--- src/mips_defs.svh ---
`ifndef MIPS_DEFS_SVH
`define MIPS_DEFS_SVH

// first fetch address out of reset
`define MIPS_RESET_VECTOR 32'hBFC0_0000

// primary opcodes, instruction[31:26]
`define OP_SPECIAL 6'b000000
`define OP_REGIMM  6'b000001
`define OP_J       6'b000010
`define OP_JAL     6'b000011
`define OP_BEQ     6'b000100
`define OP_BNE     6'b000101
`define OP_BLEZ    6'b000110
`define OP_BGTZ    6'b000111

// regimm rt codes, instruction[20:16]
`define RT_BLTZ    5'b00000
`define RT_BGEZ    5'b00001
`define RT_BLTZAL  5'b10000
`define RT_BGEZAL  5'b10001

// special function codes, instruction[5:0]
`define FN_JR      6'b001000
`define FN_JALR    6'b001001

// default link destination
`define LINK_REG   5'd31

`endif

--- src/mips_pkg.sv ---
`default_nettype none

package mips_pkg;

    // data word moved between registers
    typedef logic [31:0] word_t;

    // byte address on the fetch side
    typedef logic [31:0] addr_t;

    // register number, rs/rt/rd fields
    typedef logic [4:0] reg_idx_t;

    // primary opcode field
    typedef logic [5:0] opcode_t;

endpackage

`default_nettype wire

--- src/mips_branch_decode.sv ---
`default_nettype none

`include "mips_defs.svh"

module mips_branch_decode import mips_pkg::*; (
    input  word_t    instruction,
    input  addr_t    pc,
    input  word_t    rs_data,
    input  word_t    rt_data,
    output reg_idx_t rs_addr,
    output reg_idx_t rt_addr,
    output logic     branch,
    output logic     jump,
    output logic     eq,
    output logic     lt,
    output word_t    immediate,
    output addr_t    target,
    output addr_t    jr_addr
);
    opcode_t    opcode;
    reg_idx_t   rt_code;
    logic [5:0] funct;
    addr_t      pc_plus4;
    logic       is_regimm_branch;
    logic       is_cmp_pair;

    assign opcode  = instruction[31:26];
    assign rt_code = instruction[20:16];
    assign funct   = instruction[5:0];

    assign rs_addr = instruction[25:21];
    assign rt_addr = instruction[20:16];

    // only the four regimm branches are handled here
    always_comb begin
        case (rt_code)
            `RT_BLTZ,
            `RT_BGEZ,
            `RT_BLTZAL,
            `RT_BGEZAL: is_regimm_branch = 1'b1;
            default:    is_regimm_branch = 1'b0;
        endcase
    end

    always_comb begin
        branch = 1'b0;
        jump   = 1'b0;
        case (opcode)
            `OP_BEQ,
            `OP_BNE,
            `OP_BLEZ,
            `OP_BGTZ: begin
                branch = 1'b1;
            end
            `OP_REGIMM: begin
                branch = is_regimm_branch;
            end
            `OP_J,
            `OP_JAL: begin
                jump = 1'b1;
            end
            `OP_SPECIAL: begin
                jump = (funct == `FN_JR) || (funct == `FN_JALR); // register jumps
            end
            default: begin
                branch = 1'b0;
                jump   = 1'b0;
            end
        endcase
    end

    // beq/bne compare two registers, the rest compare rs with zero
    assign is_cmp_pair = (opcode == `OP_BEQ) || (opcode == `OP_BNE);

    always_comb begin
        if (is_cmp_pair) begin
            eq = (rs_data == rt_data);
        end else begin
            eq = (rs_data == '0);
        end
        lt = rs_data[31]; // sign of rs
    end

    // word offset, already in bytes
    assign immediate = {{14{instruction[15]}}, instruction[15:0], 2'b00};

    assign pc_plus4 = pc + 32'd4;
    assign target   = {pc_plus4[31:28], instruction[25:0], 2'b00}; // 256MB region

    assign jr_addr = rs_data;

endmodule

`default_nettype wire

--- src/mips_reg_file.sv ---
`default_nettype none

module mips_reg_file import mips_pkg::*; (
    input  logic     clk,
    input  logic     reset,
    input  logic     clk_enable,
    input  reg_idx_t rs_addr,
    input  reg_idx_t rt_addr,
    input  logic     link_we,
    input  reg_idx_t link_addr,
    input  word_t    link_data,
    input  logic     wb_we,
    input  reg_idx_t wb_addr,
    input  word_t    wb_data,
    output word_t    rs_data,
    output word_t    rt_data
);
    word_t regs [32];
    logic  wb_blocked;

    // link wins a same-register collision
    assign wb_blocked = link_we && (link_addr == wb_addr);

    always_ff @(posedge clk) begin
        if (reset) begin
            for (int i = 0; i < 32; i++) begin
                regs[i] <= '0;
            end
        end else if (clk_enable) begin
            if (wb_we && (wb_addr != '0) && !wb_blocked) begin
                regs[wb_addr] <= wb_data;
            end
            if (link_we && (link_addr != '0)) begin
                regs[link_addr] <= link_data;
            end
        end
    end

    assign rs_data = (rs_addr == '0) ? '0 : regs[rs_addr]; // $zero
    assign rt_data = (rt_addr == '0) ? '0 : regs[rt_addr];

endmodule

`default_nettype wire

--- src/mips_pc_update.sv ---
`default_nettype none

`include "mips_defs.svh"

module mips_pc_update import mips_pkg::*; (
    input  logic     clk,
    input  logic     reset,
    input  logic     clk_enable,
    input  logic     branch,
    input  logic     jump,
    input  logic     eq,
    input  logic     lt,
    input  word_t    instruction,
    input  word_t    immediate,
    input  addr_t    target,
    input  addr_t    jr_addr,
    output addr_t    pc,
    output logic     link_we,
    output reg_idx_t link_addr,
    output word_t    link_data
);
    opcode_t    opcode;
    reg_idx_t   rt_code;
    reg_idx_t   rd_field;
    logic [5:0] funct;
    addr_t      pc_plus4;
    addr_t      branch_addr;
    addr_t      next_target;
    logic       in_delay;      // current instruction is a delay slot
    logic       redirect;      // jump to redirect_addr on next edge
    addr_t      redirect_addr;
    logic       transfer;
    logic       taken;
    logic       links;

    assign opcode   = instruction[31:26];
    assign rt_code  = instruction[20:16];
    assign rd_field = instruction[15:11];
    assign funct    = instruction[5:0];

    assign pc_plus4    = pc + 32'd4;
    assign branch_addr = pc_plus4 + immediate;

    // branches in the delay slot fall through as ordinary instructions
    assign transfer = (branch || jump) && !in_delay;

    always_comb begin
        taken       = 1'b0;
        links       = 1'b0;
        next_target = branch_addr;
        if (jump) begin
            taken = 1'b1;
            case (opcode)
                `OP_J: begin
                    next_target = target;
                end
                `OP_JAL: begin
                    next_target = target;
                    links       = 1'b1;
                end
                default: begin
                    next_target = jr_addr; // jr, jalr
                    links       = (funct == `FN_JALR);
                end
            endcase
        end else if (branch) begin
            case (opcode)
                `OP_BEQ:  taken = eq;
                `OP_BNE:  taken = !eq;
                `OP_BLEZ: taken = eq || lt;
                `OP_BGTZ: taken = !eq && !lt;
                `OP_REGIMM: begin
                    case (rt_code)
                        `RT_BLTZ,
                        `RT_BLTZAL: taken = lt;
                        default:    taken = !lt; // bgez, bgezal
                    endcase
                    links = rt_code[4]; // the al forms
                end
                default: taken = 1'b0;
            endcase
        end
    end

    assign link_we   = clk_enable && transfer && links && taken;
    assign link_addr = (jump && (opcode == `OP_SPECIAL)) ? rd_field : `LINK_REG;
    assign link_data = pc + 32'd8; // return past the delay slot

    always_ff @(posedge clk) begin
        if (reset) begin
            pc       <= `MIPS_RESET_VECTOR;
            in_delay <= 1'b0;
            redirect <= 1'b0;
        end else if (clk_enable) begin
            pc       <= redirect ? redirect_addr : pc_plus4;
            in_delay <= transfer;
            redirect <= transfer && taken;
        end
    end

    always_ff @(posedge clk) begin
        if (clk_enable && transfer) begin
            redirect_addr <= next_target;
        end
    end

endmodule

`default_nettype wire

--- src/mips_branch_unit.sv ---
`default_nettype none

module mips_branch_unit import mips_pkg::*; (
    input  logic     clk,
    input  logic     reset,
    input  logic     clk_enable,
    input  word_t    instruction,
    input  logic     wb_we,
    input  reg_idx_t wb_addr,
    input  word_t    wb_data,
    output addr_t    pc,
    output word_t    rt_data
);
    reg_idx_t rs_addr;
    reg_idx_t rt_addr;
    word_t    rs_data;
    logic     branch;
    logic     jump;
    logic     eq;
    logic     lt;
    word_t    immediate;
    addr_t    target;
    addr_t    jr_addr;
    logic     link_we;
    reg_idx_t link_addr;
    word_t    link_data;

    mips_branch_decode decode_i (
        .instruction (instruction),
        .pc          (pc),
        .rs_data     (rs_data),
        .rt_data     (rt_data),
        .rs_addr     (rs_addr),
        .rt_addr     (rt_addr),
        .branch      (branch),
        .jump        (jump),
        .eq          (eq),
        .lt          (lt),
        .immediate   (immediate),
        .target      (target),
        .jr_addr     (jr_addr)
    );

    mips_reg_file reg_file_i (
        .clk         (clk),
        .reset       (reset),
        .clk_enable  (clk_enable),
        .rs_addr     (rs_addr),
        .rt_addr     (rt_addr),
        .link_we     (link_we),
        .link_addr   (link_addr),
        .link_data   (link_data),
        .wb_we       (wb_we),
        .wb_addr     (wb_addr),
        .wb_data     (wb_data),
        .rs_data     (rs_data),
        .rt_data     (rt_data)
    );

    mips_pc_update pc_update_i (
        .clk         (clk),
        .reset       (reset),
        .clk_enable  (clk_enable),
        .branch      (branch),
        .jump        (jump),
        .eq          (eq),
        .lt          (lt),
        .instruction (instruction),
        .immediate   (immediate),
        .target      (target),
        .jr_addr     (jr_addr),
        .pc          (pc),
        .link_we     (link_we),
        .link_addr   (link_addr),
        .link_data   (link_data)
    );

endmodule

`default_nettype wire

--- config.mk ---
export PLATFORM = sky130hd
export DESIGN_NAME = mips_branch_unit
export DESIGN_NICKNAME = d
export VERILOG_FILES = /design/src/mips_pkg.sv /design/src/mips_branch_decode.sv /design/src/mips_reg_file.sv /design/src/mips_pc_update.sv /design/src/mips_branch_unit.sv
export VERILOG_INCLUDE_DIRS = /design/src
export SDC_FILE = /design/constraint.sdc
export NUM_CORES = 2
export LEC_CHECK = 0
export ABC_CLOCK_PERIOD_IN_PS = 9400
export BUFFER_PORTS_ARGS = -buffer_cell sky130_fd_sc_hd__buf_2
export CORE_MARGIN = 10
export CORE_UTILIZATION = 30
export DETAILED_ROUTE_END_ITERATION = 12
export HOLD_SLACK_MARGIN = 0.12
export SLEW_MARGIN = 10
export SYNTH_ARGS = -nofsm -noshare
export SYNTH_HDL_FRONTEND = slang
export SYNTH_HIERARCHICAL = 1
export SYNTH_SLANG_ARGS = --single-unit
--- constraint.sdc ---
create_clock -name clk -period 9.4 [get_ports clk]
set_input_delay 0 -clock clk [delete_from_list [all_inputs] [get_ports clk]]
set_output_delay 0 -clock clk [all_outputs]
set_load 0.1 [all_outputs]
# Word level (Yosys, flattened, before mapping)
# Memory sizes are Yosys's and may differ from the RTL's.
# Cells that the tools add are included.
[word_totals]
register_bits = 66
latchBits = 0
ramBits = 1024
rom_bits = 0
n_memories = 1
[op_classes]
n_addsub = 3
n_mul = 0
n_div = 0
magnitude_cmp = 0
eq_ne = 14
n_shift = 0
mux = 34
bitwise = 0
reduce_logical = 31
[mem_list]
columns = ["memory", "words", "word_bits", "read_ports", "rd_ports_with_merged_regs", "wr", "line_no", "rtl"]
rows = [
  ["reg_file_i.regs", 32, 32, 2, 0, 32, "mips_reg_file.sv:18", "word_t regs [32];"],
]
[op_table]
columns = ["operator", "n"]
rows = [
  ["$mux 32", 7],
  ["$reduce_or 32->1", 2],
  ["$add 32x3->32 const B", 1],
  ["$add 32x32->32", 1],
  ["$add 32x4->32 const B", 1],
  ["$eq 32x32->1", 1],
  ["$logic_not 32->1", 1],
  ["$eq 6x3->1 const B", 4],
  ["$mux 1", 20],
  ["$mux 5", 3],
  ["$eq 6x2->1 const B", 2],
  ["$eq 6x4->1 const B", 2],
  ["$logic_and 1x1->1", 11],
  ["$eq 5x5->1 const B", 2],
  ["$logic_not 5->1", 2],
  ["$reduce_bool 5->1", 2],
  ["$reduce_or 4->1", 2],
  ["$eq 6x1->1 const B", 1],
  ["$logic_not 6->1", 1],
  ["$pmux 1 s2", 3],
  ["$eq 5x1->1 const B", 1],
  ["$eq 5x5->1", 1],
  ["$pmux 1 s5", 1],
  ["$logic_not 1->1", 4],
  ["other kinds (2)", 6],
]

# Logic depth before layout (Yosys ltp)
[depth]
depth_word = 19
depth_mapped = 24
ltp_nobuf = 18

# Hierarchy
# Netlist, hierarchy kept.
[by_module_without_submodules]
columns = ["module", "n_inst", "cells_each", "area_per_inst_um2"]
rows = [
  ["mips_reg_file", 1, 4224, 59259.3],
  ["mips_pc_update", 1, 787, 6488.7],
  ["mips_branch_decode", 1, 186, 1401.3],
]

# Worst setup path before layout
# No wires, ideal clock.
[synth_path]
kind = "input-to-reg"
startpoint = "in instruction[16]"
endpoint = "mem reg_file_i/regs[29][0] in the netlist's numbering, enable pin"
arrival_ps = 8211
path_slack_ps = 723
cell_stages = 21
cell_sequence = "buf_4 clkbuf_1 inv_1 buf_2 clkbuf_1 clkbuf_1 o2111ai_1 a311oi_1 xor2_1 nor4_4 nand2_1 o31ai_2 a22oi_1 a21oi_1 nor3_1 o21ai_0 nor2_1 nand2b_1 o21ai_2 clkbuf_1 o21ai_0"
[synth_lines]
columns = ["element", "line_no", "rtl"]
rows = [
  ["start: declaration", "mips_branch_unit.sv:7", "input word_t instruction,"],
  ["end: declaration", "mips_reg_file.sv:18", ""],
]

==> results.py <==
metrics = {
    "outcome": {
        "status": "finished clean",
    },
    "synthesis": {
        "synthMostInstantiatedCell": "edfxtp_1",
        "yosys.cell_types.count": 91,
        "async_flop_share_pct": 0,
        "synth_ff_type": "edfxtp_1",
        "netlist_instances": 5197,
        "synth_top_area_share_pct": 47.2,
        "synth_area_sq_mm": 0.0671,
        "yosysSeqAreaShare_pct": 48.2,
        "synth.avg_cell_area_sq_um": 12.9,
        "ys_seq_elements": 1090,
        "yosys-top-cells-count": "1,056 x edfxtp_1, 448 x mux4_2, 440 x a22o_1, 429 x clkbuf_1, 384 x nand2_1",
        "synth_edf_count": 1056,
        "yosys.area.top_type": "edfxtp_1",
        "yosys_warnings": 6,
        "synth.top_cells.by_area": "edfxtp_1 47%, mux4_2 15%, a22o_1 5.7%",
    },
    "critical_path": {
        "crit_fanout": 52,
        "crit_path_end": "reg_file_i/regs[11][24]",
        "rr_startpoint": "reg_file_i/regs[22][15]",
        "rr_worst_depth": 21,
        "end_kind": "flop",
        "r2r-end": "reg_file_i/regs[11][24]",
        "start_kind": "input pin",
        "cp-startpoint": "instruction[17]",
        "timing.critical_path.required_ps": 9820,
        "path_class": "in -> reg",
        "rrSetupSlack_ps": 510,
        "arrival_ps": 9770,
    },
    "sta": {
        "slew_headroom_pct": 2.26,
        "hold_slack_ps": 181,
        "drv_slew": 0,
        "finalSetupTns_ps": 0,
        "final-hold-violation-count": 0,
        "finalCriticalPeriod_ps": 9340,
        "tightest_slew_ps": 1460,
        "setup_viol": 0,
        "period_share_pct": 99.4,
        "clock-skew-final_ps": 87.8,
        "timing.fmax_mhz": 107,
        "rsz0062_at_grt": "false",
    },
    "global_route": {
        "overflow": 0,
        "grt_max_degree": 93,
        "antenna_found_initial": 30,
        "grt_use_total_pct": 25.0,
        "grt_pass1_wl_mm": 434,
        "grt_pass1_vias": 53300,
    },
    "placed_design": {
        "routabilityCongestion": 0.951,
        "place_area_sq_mm": 0.0716,
        "dp_hpwl_mm": 199,
        "port_buffers": 136,
    },
    "die": {
        "initial_core_util_pct": 30.2,
        "num_rows": 173,
        "coreArea_sq_mm": 0.223,
        "die_h_microns": 493,
        "die-width_microns": 493,
        "io-pin-count": 137,
        "die_area_sq_mm": 0.243,
    },
    "route": {
        "drt_iter0_drc": 10000,
        "routed-via-count": 55700,
        "drc_errors": 0,
        "drt_wl_total_mm": 321,
        "drtAntennaViolNets": 0,
        "wl_per_cell_microns": 39.4,
        "vias_per_cell": 6.84,
        "drt-pass1-iter-count": 8,
    },
    "layout": {
        "area.growth.synth_to_final_pct": 13.2,
        "layout-drive-gt1-share_pct": 25.7,
        "design_area_sq_mm": 0.0760,
        "final_util_pct": 34.2,
        "fin_nets": 5156,
    },
    "cts": {
        "htree_levels": 3,
        "cts_buffers": 121,
        "cts_tree": "yes",
        "clock_latency_ps": 820,
        "numClockSinks": 1090,
        "cts_buffer_depth": 3,
        "cts.clk_slew.worst_paths_ps": 60,
        "clockRootBuffer": "clkbuf_16",
    },
    "min_path": {
        "worstHoldStart": "instruction[23]",
        "hold_class": "in -> reg",
    },
    "flow_run": {
        "maxCapViolCount": 0,
    },
    "power": {
        "irDropWorstVdd_mv": 0.157,
        "leakage_nw": 24.6,
        "power.density_mw_per_mm2": 164,
        "total_power_mw": 12.5,
    },
}
-- critical path, cell delays in order --
cell           delay [ps]
dlygate4sd3_1         620
buf_8                 530
or4_2                1070
o21ai_0               260
a311oi_1             1100
xor2_1                360
nor4_1                560
buf_4                 200
nand3_1                80
o31ai_2               710
a21oi_1                90
nor4b_1               350
a21oi_1                90
nor3_1                130
dlygate4sd3_1         560
o21ai_0               110
nor2_1                530
buf_4                 260
nand4bb_1             130
buf_4                 260
nor3_2                900
a211o_2               260
buf_12                310
-- flip-flops by register name, indices dropped and copies added, names as in the netlist --
register,count
reg_file_i/regs,1024
pc_update_i/redirect_addr,32
pc_update_i/pc,32
pc_update_i/redirect,1
pc_update_i/in_delay,1
-- logic make-up after synthesis --
| group | share of synthesized area [%] |
|---|---|
| AO/OA/AOI/OAI | 18.8 |
| flip-flops | 48.2 |
| buffers and inverters | 5.83 |
| AND/OR/NAND/NOR | 5.94 |
| multiplexers | 18.7 |
| XOR/XNOR | 1.66 |
| adder cells (fa/ha/maj) | 0.775 |
| other | 0.0112 |
-- layout by cell type, fill, tap and decap left out, drive strengths merged, types with 13 or more instances in the layout --
master	instances
o2bb2ai	32
dlygate4sd3	64
clkbuf	152
nand3	36
a32o	289
a211oi	91
a22o	440
a21o	13
clkinv	62
nand2	384
xor2	65
xnor2	59
conb	36
edfxtp	1056
o2111ai	17
mux4	448
nor2b	105
a221oi	50
mux2i	157
nor3	33
ha	40
a211o	24
buf	434
a21oi	69
nand4	34
nor2	97
a311oi	64
inv	22
a22oi	70
o21ai	404
nand2b	15
nor4	29
diode	19
dfxtp	34
mux2	82
-- timing repair --
action | 4_1_cts | 5_1_grt
gates resized for setup | 0 | 0
setup buffers | 0 | 0
endpoints found under the hold margin | 898 | 0
hold buffers | 64 | 0
-- layout make-up --
type	count	area, sq um
flip-flops and latches	1090	32400
fillers	21700	146000
well taps	2975	3720
clock buffers	152	3190
multi-input cells	3312	31800
diodes	19	47.5
inverters	19	75.1
clock inverters	75	582
repair buffers	498	4180
-- worst min path at each step --
stage,cells after the start,end
5_1_grt,6,pc_update_i/redirect_addr[26]
4_1_cts,7,pc_update_i/redirect_addr[29]
2_1_floorplan,3,pc_update_i/pc[22]
3_5_place_dp,3,pc_update_i/redirect_addr[9]
6_report,4,pc_update_i/redirect_addr[25]
3_3_place_gp,3,pc_update_i/redirect_addr[9]
-- where the power goes --
| group | switching, mW | internal, mW | total (mW) |
|---|---|---|---|
| Combinational | 1.34 | 0.677 | 2.02 |
| Clock | 2.17 | 2.56 | 4.73 |
| Sequential | 0.146 | 5.58 | 5.72 |
| Total | 3.65 | 8.81 | 12.5 |
-- routing by layer --
layer	global-route usage (%)	vias to the layer above	part of all wire, %	wire length (microns)
li1	-	20800	-	-
met1	31.1	28200	35	112000
met2	35.9	5400	42	134000
met3	9.83	1240	16	49900
met4	15.8	18	7.7	24800
met5	0.783	-	0.12	370
-- metrics by stage --
stage                     setup WS, ps  instances
after floorplan                    723       5231
after global placement             693       7830
after detailed placement          1090       7830
after CTS                          889       8121
after global routing               221       8130
final                             57.4       8140
Note: power is estimated with default switching activity, not from simulation.
